<file path="src/source/freq_gen_pkg.sv">
// Shared sizes, register map and vector types for the multi-channel clock-strobe generator.
package freq_gen_pkg;

    // ********************************************************
    // Sizes
    // ********************************************************
    localparam int NUM_CHAN = 4;
    localparam int DIV_W    = 8;
    localparam int ADDR_W   = 3;
    localparam int CNT_W    = 16;

    // Divider value, loaded as half period minus one.
    typedef logic [DIV_W-1:0]            div_t;
    // One bit per channel, for enables and wave outputs.
    typedef logic [NUM_CHAN-1:0]         chan_mask_t;
    typedef logic [$clog2(NUM_CHAN)-1:0] chan_idx_t;
    typedef logic [ADDR_W-1:0]           reg_addr_t;
    typedef logic [CNT_W-1:0]            edge_cnt_t;

    // ********************************************************
    // Register map
    // ********************************************************
    // Addresses 0 to NUM_CHAN-1 hold the channel dividers.
    // Addresses above the enable mask are reserved and ignored.
    localparam reg_addr_t EN_ADDR = reg_addr_t'(4);

endpackage

</file>
<file path="src/source/freq_cfg_regs.sv">
// Write-only configuration registers holding per-channel divider values and the enable mask.
`timescale 1ns/10ps

module freq_cfg_regs (
    input  logic                                              master_clk,
    input  logic                                              rstn,
    input  logic                                              wr_en,
    input  freq_gen_pkg::reg_addr_t                           wr_addr,
    input  freq_gen_pkg::div_t                                wr_data,
    output freq_gen_pkg::div_t [freq_gen_pkg::NUM_CHAN-1:0]   div_val,
    output freq_gen_pkg::chan_mask_t                          chan_en
);

    import freq_gen_pkg::*;

    // Per-register write strobes from the address decode.
    logic [NUM_CHAN-1:0] div_we;
    logic                en_we;

    // ********************************************************
    // Address decode
    // ********************************************************
    // Each divider register owns one address; the reserved
    // addresses above the enable mask match nothing here.
    always_comb begin
        for (int i = 0; i < NUM_CHAN; i++) begin
            div_we[i] = wr_en && (wr_addr == reg_addr_t'(i));
        end
        en_we = wr_en && (wr_addr == EN_ADDR);
    end

    // ********************************************************
    // Divider registers
    // ********************************************************
    // A new value is visible to the channels from the cycle
    // after the write strobe.
    always_ff @(posedge master_clk or negedge rstn) begin
        if (!rstn) begin
            div_val <= '0;
        end else begin
            for (int i = 0; i < NUM_CHAN; i++) begin
                if (div_we[i]) begin
                    div_val[i] <= wr_data;
                end
            end
        end
    end

    // ********************************************************
    // Enable mask
    // ********************************************************
    // Only the low NUM_CHAN data bits carry enables.
    always_ff @(posedge master_clk or negedge rstn) begin
        if (!rstn) begin
            chan_en <= '0;
        end else if (en_we) begin
            chan_en <= wr_data[NUM_CHAN-1:0];
        end
    end

endmodule

</file>
<file path="src/source/freq_divider_chan.sv">
// Single divider channel producing a 50 percent square wave with a programmable half period.
`timescale 1ns/10ps

module freq_divider_chan (
    input  logic               master_clk,
    input  logic               rstn,
    input  freq_gen_pkg::div_t div_val,
    input  logic               enable,
    output logic               wave
);

    import freq_gen_pkg::*;

    // Cycle counter within the running half period.
    div_t cnt;
    // Divider in force for the running half period.
    div_t div_act;
    logic at_end;

    // The compare is used in the same cycle, so a half period
    // lasts exactly div_act + 1 master clock cycles.
    assign at_end = (cnt == div_act);

    // ********************************************************
    // Half period counter
    // ********************************************************
    always_ff @(posedge master_clk or negedge rstn) begin
        if (!rstn) begin
            cnt <= '0;
        end else if (!enable) begin
            cnt <= '0;
        end else if (at_end) begin
            cnt <= '0;
        end else begin
            cnt <= cnt + div_t'(1);
        end
    end

    // ********************************************************
    // Active divider copy
    // ********************************************************
    // While the channel is off the copy tracks the register, so
    // the first half period after enable uses the current value.
    // Once running, it only reloads at a toggle; a write in the
    // middle of a half period never shortens or stretches it.
    always_ff @(posedge master_clk or negedge rstn) begin
        if (!rstn) begin
            div_act <= '0;
        end else if (!enable || at_end) begin
            div_act <= div_val;
        end
    end

    // ********************************************************
    // Wave register
    // ********************************************************
    // Dropping the enable forces the output low at the next edge.
    always_ff @(posedge master_clk or negedge rstn) begin
        if (!rstn) begin
            wave <= 1'b0;
        end else if (!enable) begin
            wave <= 1'b0;
        end else if (at_end) begin
            wave <= ~wave;
        end
    end

endmodule

</file>
<file path="src/source/clk_out_monitor.sv">
// Output stage that registers all channel waves and counts rising edges on one selected channel.
`timescale 1ns/10ps

module clk_out_monitor (
    input  logic                     master_clk,
    input  logic                     rstn,
    input  freq_gen_pkg::chan_mask_t chan_wave,
    input  freq_gen_pkg::chan_idx_t  mon_sel,
    input  logic                     cnt_clr,
    output freq_gen_pkg::chan_mask_t chan_clk,
    output freq_gen_pkg::edge_cnt_t  edge_count
);

    import freq_gen_pkg::*;

    // Previous value of each registered wave, kept for every
    // channel so the edge detect never mixes two channels.
    chan_mask_t clk_prev;
    chan_mask_t rise;
    logic       sel_rise;

    // ********************************************************
    // Output registers
    // ********************************************************
    always_ff @(posedge master_clk or negedge rstn) begin
        if (!rstn) begin
            chan_clk <= '0;
            clk_prev <= '0;
        end else begin
            chan_clk <= chan_wave;
            clk_prev <= chan_clk;
        end
    end

    // Rising edges are found per channel before the select, so
    // switching mon_sel cannot look like an edge.
    assign rise     = chan_clk & ~clk_prev;
    assign sel_rise = rise[mon_sel];

    // ********************************************************
    // Edge counter
    // ********************************************************
    // Clear wins over a count in the same cycle.
    // The count sticks at all ones rather than wrapping.
    always_ff @(posedge master_clk or negedge rstn) begin
        if (!rstn) begin
            edge_count <= '0;
        end else if (cnt_clr) begin
            edge_count <= '0;
        end else if (sel_rise && (edge_count != '1)) begin
            edge_count <= edge_count + edge_cnt_t'(1);
        end
    end

endmodule

</file>
<file path="src/source/multi_freq_gen.sv">
// Top level of the four-channel clock-strobe generator with register file, dividers and monitor.
`timescale 1ns/10ps

module multi_freq_gen (
    input  logic                     master_clk,
    input  logic                     rstn,
    input  logic                     wr_en,
    input  freq_gen_pkg::reg_addr_t  wr_addr,
    input  freq_gen_pkg::div_t       wr_data,
    input  freq_gen_pkg::chan_idx_t  mon_sel,
    input  logic                     cnt_clr,
    output freq_gen_pkg::chan_mask_t chan_clk,
    output freq_gen_pkg::edge_cnt_t  edge_count
);

    import freq_gen_pkg::*;

    div_t [NUM_CHAN-1:0] div_val;
    chan_mask_t          chan_en;
    chan_mask_t          chan_wave;

    // ********************************************************
    // Configuration
    // ********************************************************
    freq_cfg_regs u_cfg (
        .master_clk (master_clk),
        .rstn       (rstn),
        .wr_en      (wr_en),
        .wr_addr    (wr_addr),
        .wr_data    (wr_data),
        .div_val    (div_val),
        .chan_en    (chan_en)
    );

    // ********************************************************
    // Divider channels
    // ********************************************************
    // All channels run from the same master clock and are
    // not phase aligned to each other.
    for (genvar i = 0; i < NUM_CHAN; i++) begin : g_chan
        freq_divider_chan u_div (
            .master_clk (master_clk),
            .rstn       (rstn),
            .div_val    (div_val[i]),
            .enable     (chan_en[i]),
            .wave       (chan_wave[i])
        );
    end

    // ********************************************************
    // Output stage
    // ********************************************************
    clk_out_monitor u_mon (
        .master_clk (master_clk),
        .rstn       (rstn),
        .chan_wave  (chan_wave),
        .mon_sel    (mon_sel),
        .cnt_clr    (cnt_clr),
        .chan_clk   (chan_clk),
        .edge_count (edge_count)
    );

endmodule

</file>
<file path="config.mk">
export PLATFORM = sky130hd
export DESIGN_NAME = multi_freq_gen
export DESIGN_NICKNAME = d
export VERILOG_FILES = /design/src/source/freq_gen_pkg.sv /design/src/source/freq_cfg_regs.sv /design/src/source/freq_divider_chan.sv /design/src/source/clk_out_monitor.sv /design/src/source/multi_freq_gen.sv
export SDC_FILE = /design/constraint.sdc
export NUM_CORES = 1
export LEC_CHECK = 0
export BUFFER_PORTS_ARGS = -buffer_cell sky130_fd_sc_hd__buf_2
export CAP_MARGIN = 0
export CORE_MARGIN = 8
export CORE_UTILIZATION = 54
export DETAILED_ROUTE_END_ITERATION = 16
export GPL_TIMING_DRIVEN = 0
export PLACE_DENSITY = 0.74
export SLEW_MARGIN = 40
export SYNTH_ARGS = -nofsm -noshare
export SYNTH_HDL_FRONTEND = slang
export SYNTH_SLANG_ARGS = --single-unit
export TNS_END_PERCENT = 5
</file>
<file path="constraint.sdc">
create_clock -name master_clk -period 1.96 [get_ports master_clk]
set_clock_uncertainty 0.2 [all_clocks]
set_input_delay 0.098 -clock master_clk [delete_from_list [all_inputs] [get_ports master_clk]]
set_output_delay 0.098 -clock master_clk [all_outputs]
set_load 0.05 [all_outputs]
</file>
==> implementation parameters <==
Parameter                              Value

Global route
  Pin count of the biggest net entering global routing    70
  Antenna violations before repair    0
  Global-route congestion overflow total    0
  Met3 Use GR    ~5.1%
  Gr busiest metal    met2
  Met1 demand-to-capacity share in global routing    between 20% and 30%
  First-pass GRT wire length    about 19000 um
  Total GRT Usage    between 10% and 20%
  Via count of the first global-routing pass    slightly below 4000
  Met2 usage in global routing    slightly below 30%

Synthesis
  Most used flip-flop cell after synthesis    sky130_fd_sc_hd__dfrtp_1
  Cells after synthesis    roughly 430
  Netlist Area Pre-Place    around 5600 um^2
  Top area cells in the synthesized netlist    sky130_fd_sc_hd__dfrtp_1 57%, sky130_fd_sc_hd__mux2_2 14%, sky130_fd_sc_hd__xor2_1 7.5%, sky130_fd_sc_hd__xnor2_1 4.1%, sky130_fd_sc_hd__nor2_1 3.0%
  Cell with the most instances after synthesis    sky130_fd_sc_hd__dfrtp_1
  Seq/Total Area, Yosys    57.3%
  Number of warnings reported in the yosys synthesis log    0
  Net count of the mapped netlist    456
  Distinct cell type count after synthesis    32
  Per-instance average area after synthesis    between 10 and 15 um^2
  Number of synthesized register bits    128
  Fraction of post-synthesis cell area in the top cell type by area    57.3%
  Number of enable-type register cells in the synthesized netlist    0
  Leading area contributor after synthesis    sky130_fd_sc_hd__dfrtp_1
  Proportion of register bits with asynchronous set or reset after synthesis    100%
  Commonest cells in the netlist    128 x sky130_fd_sc_hd__dfrtp_1, 68 x sky130_fd_sc_hd__mux2_2, 48 x sky130_fd_sc_hd__xor2_1

Detailed routing
  1st-pass router iterations    4
  Routed wire per std cell    approximately 17 um
  DRC violations left    0
  Final Routed Wirelength    around 11000 um
  Number of routed nets with antenna violations    0
  First DRT Iteration DRCs    about 190
  Vias    about 3600
  Vias/cell    about 5.4

Layout
  Final instance area    between 7000 and 8000 um^2
  Share of final-layout standard cells stronger than drive strength 1    between 30% and 40%
  Non-filler cells, final    about 670
  Filler cell count    between 700 and 800
  Net count, final    around 540
  Area delta synth->final    25.4%
  Number of diodes added for antenna fixing    0

Status
  Violations in the final reports    negative setup slack
  Outcome    complete, but fails checks

STA
  Portion of the clock cycle consumed by the worst path in the final layout    106%
  Max-slew violation count    0
  Slew of the pin with the lowest slew margin    between 700 and 800 ps
  Post-layout min period    between 2000 and 2500 ps
  Count of final hold-check violations    0
  Unrepaired setup endpoints after global routing    true
  Setup ws final    -126 ps
  Worst slew margin relative to its limit    between 40% and 50%
  Fmax    about 480 MHz
  Number of failing setup endpoints in the final timing report    25
  Post-Route Setup TNS    -1560 ps

Worst hold path
  Class of the worst hold path    input pin to flip-flop

Floorplanning
  Die Y    around 120 um
  I/O pin count    37
  Die Width    roughly 120 um
  Core Region    10200 um^2
  Std cell rows    37
  Die area    approximately 14000 um^2
  Starting Density    54.9%

Placed design
  Total instance count after detailed placement    a little over 600
  I/O Buffers    35
  GPL Wtd Cong    just over 0.8
  Placed inst area    6020 um^2
  Estimated wirelength of the detail-placed design    7080 um

Clocking
  Root buffer selected by CTS    sky130_fd_sc_hd__clkbuf_8
  TritonCTS clock tree    done
  Clock sink total    128
  Total CTS buffers    17
  # H-tree levels    4
  Worst skew pair latency    between 500 and 600 ps
  Clock buffer depth    2
  Post-CTS clock slew at the launch and capture registers of the worst setup and hold paths    roughly 50 ps

Worst setup path
  Crit end category    flip-flop
  Cell chain of the critical path    xor2_1, nor4_2, nand2_1, nand2_4, buf_6, mux2_2
  Reg2reg end    g_chan[1].u_div.div_act[7]
  Largest incremental delay on the critical path    about 430 ps
  Arrival time at the worst endpoint    between 2000 and 2500 ps
  Worst flop-to-flop path startpoint    g_chan[1].u_div.cnt[4]
  Register-to-register path setup slack    -130 ps
  Type of origin of the critical path    flip-flop
  Setup CP Type    flip-flop to flip-flop
  Critical path peak fanout    10
  Slowest stage cell on the critical path    sky130_fd_sc_hd__dfrtp_1
  Critical path launch point    g_chan[1].u_div.cnt[4]
  R2r worst-path depth    6
  Critical Path Sink    g_chan[1].u_div.div_act[7]
  Required time worst endpoint    about 2200 ps

Pwr
  Lkg Pwr    between 3 and 4 nW
  Worst vdd ir    between 0.0007 and 0.0008 V
  Pwr Total    roughly 8 mW
  Total power density per cell area    approximately 1100 nW/um^2

Run
  MaxCap Viol Count    0
==> cell usage in the layout, fill, tap and decap left out, types with 9 or more instances in the layout <==
| cell | count |
|---|---|
| sky130_fd_sc_hd__xor2_1 | 48 |
| sky130_fd_sc_hd__buf_4 | 11 |
| sky130_fd_sc_hd__dlygate4sd3_1 | 19 |
| sky130_fd_sc_hd__dfrtp_1 | 104 |
| sky130_fd_sc_hd__nor2_1 | 45 |
| sky130_fd_sc_hd__xnor2_1 | 26 |
| sky130_fd_sc_hd__clkbuf_16 | 16 |
| sky130_fd_sc_hd__mux2_2 | 59 |
| sky130_fd_sc_hd__mux2_4 | 9 |
| sky130_fd_sc_hd__and3_1 | 15 |
| sky130_fd_sc_hd__nand3_1 | 27 |
| sky130_fd_sc_hd__dfrtp_2 | 23 |
| sky130_fd_sc_hd__buf_2 | 35 |
| sky130_fd_sc_hd__nand2_1 | 11 |
==> how the worst min path moves through the flow <==
stage,startpoint,endpoint,slack (ps),cells past startpoint
after global routing,mon_sel[1],u_mon.edge_count[10],130,5
final,wr_addr[1],u_cfg.div_val[31],100,3
after floorplan,rstn,g_chan[0].u_div.cnt[0],-400,0
after global placement,cnt_clr,u_mon.edge_count[2],140,2
after CTS,mon_sel[1],u_mon.edge_count[10],50,5
after detailed placement,rstn,u_mon.edge_count[3],-110,1
==> routing by layer <==
metal | vias to the layer above | routed length (um)
met5 | - | 0
met4 | 0 | 145
met3 | 13 | 533
met2 | 79 | 5900
met1 | 1847 | 4890
li1 | 1681 | -
==> per-stage QoR <==
| step | utilization (%) | hold slack [ps] | setup WS, ps |
|---|---|---|---|
| floorplan | - | -398 | -32.6 |
| global placement | 58.7 | 141 | -1400 |
| detailed placement | 59.1 | -111 | -330 |
| CTS | 68.2 | 51.1 | -59.8 |
| global route | 68.9 | 130 | -148 |
| finish | 68.9 | 104 | -126 |
==> cells by family (layout without fill, tap and decap cells) <==
| group | Yosys count | in the layout | synth area share [%] |
|---|---|---|---|
| mux | 70 | 70 | 14.3 |
| flops | 128 | 128 | 57.3 |
| compound gates | 2 | 2 | 0.179 |
| buf+inv | 9 | 108 | 1.14 |
| fa+ha+maj | 5 | 5 | 1.12 |
| xor+xnor | 74 | 74 | 11.6 |
| simple gates | 146 | 146 | 14.4 |
==> report_power, final <==
group / internal [mW] / switching [mW]
Sequential: 3.18 / 0.435
Combinational: 0.849 / 0.632
Clock: 1.81 / 1.07
==> worst max-delay path, delay by kind of cell (launching register included) <==
| family | cells | cell delay, ps |
|---|---|---|
| muxes | 1 | 330 |
| xor gates and xnor gates | 1 | 210 |
| buffers and inverters | 1 | 140 |
| and+or+nand+nor | 3 | 660 |
| DFF | 1 | 430 |
==> what timing repair did <==
| action | in CTS | in global routing |
|---|---|---|
| gates resized for setup | 26 | 15 |
| hold buffers | 19 | 0 |
| hold endpoints to repair | 180 | 0 |
| pin swaps | 15 | 11 |
| buffers inserted | 13 | 0 |
| endpoints found under the setup margin | 67 | 45 |
==> sequential cells by signal (all words and copies together) (netlist names) <==
register and count:
g_chan.u_div.cnt 32, g_chan.u_div.div_act 32, u_cfg.div_val 32, u_mon.edge_count 16, g_chan.u_div.wave 4, u_cfg.chan_en 4
u_mon.chan_clk 4, u_mon.clk_prev 4
==> final cells by class <==
class,instances,area [um^2],share of cell area (%)
buffer,9,95.1,1.36
tap,136,170,2.43
timing repair buffer,68,508,7.24
clock buffer,26,488,6.96
multi-input combinational,297,2460,35.1
clock inverter,5,55.1,0.785
sequential,128,3240,46.1
Power figures use the tool's default switching activity.
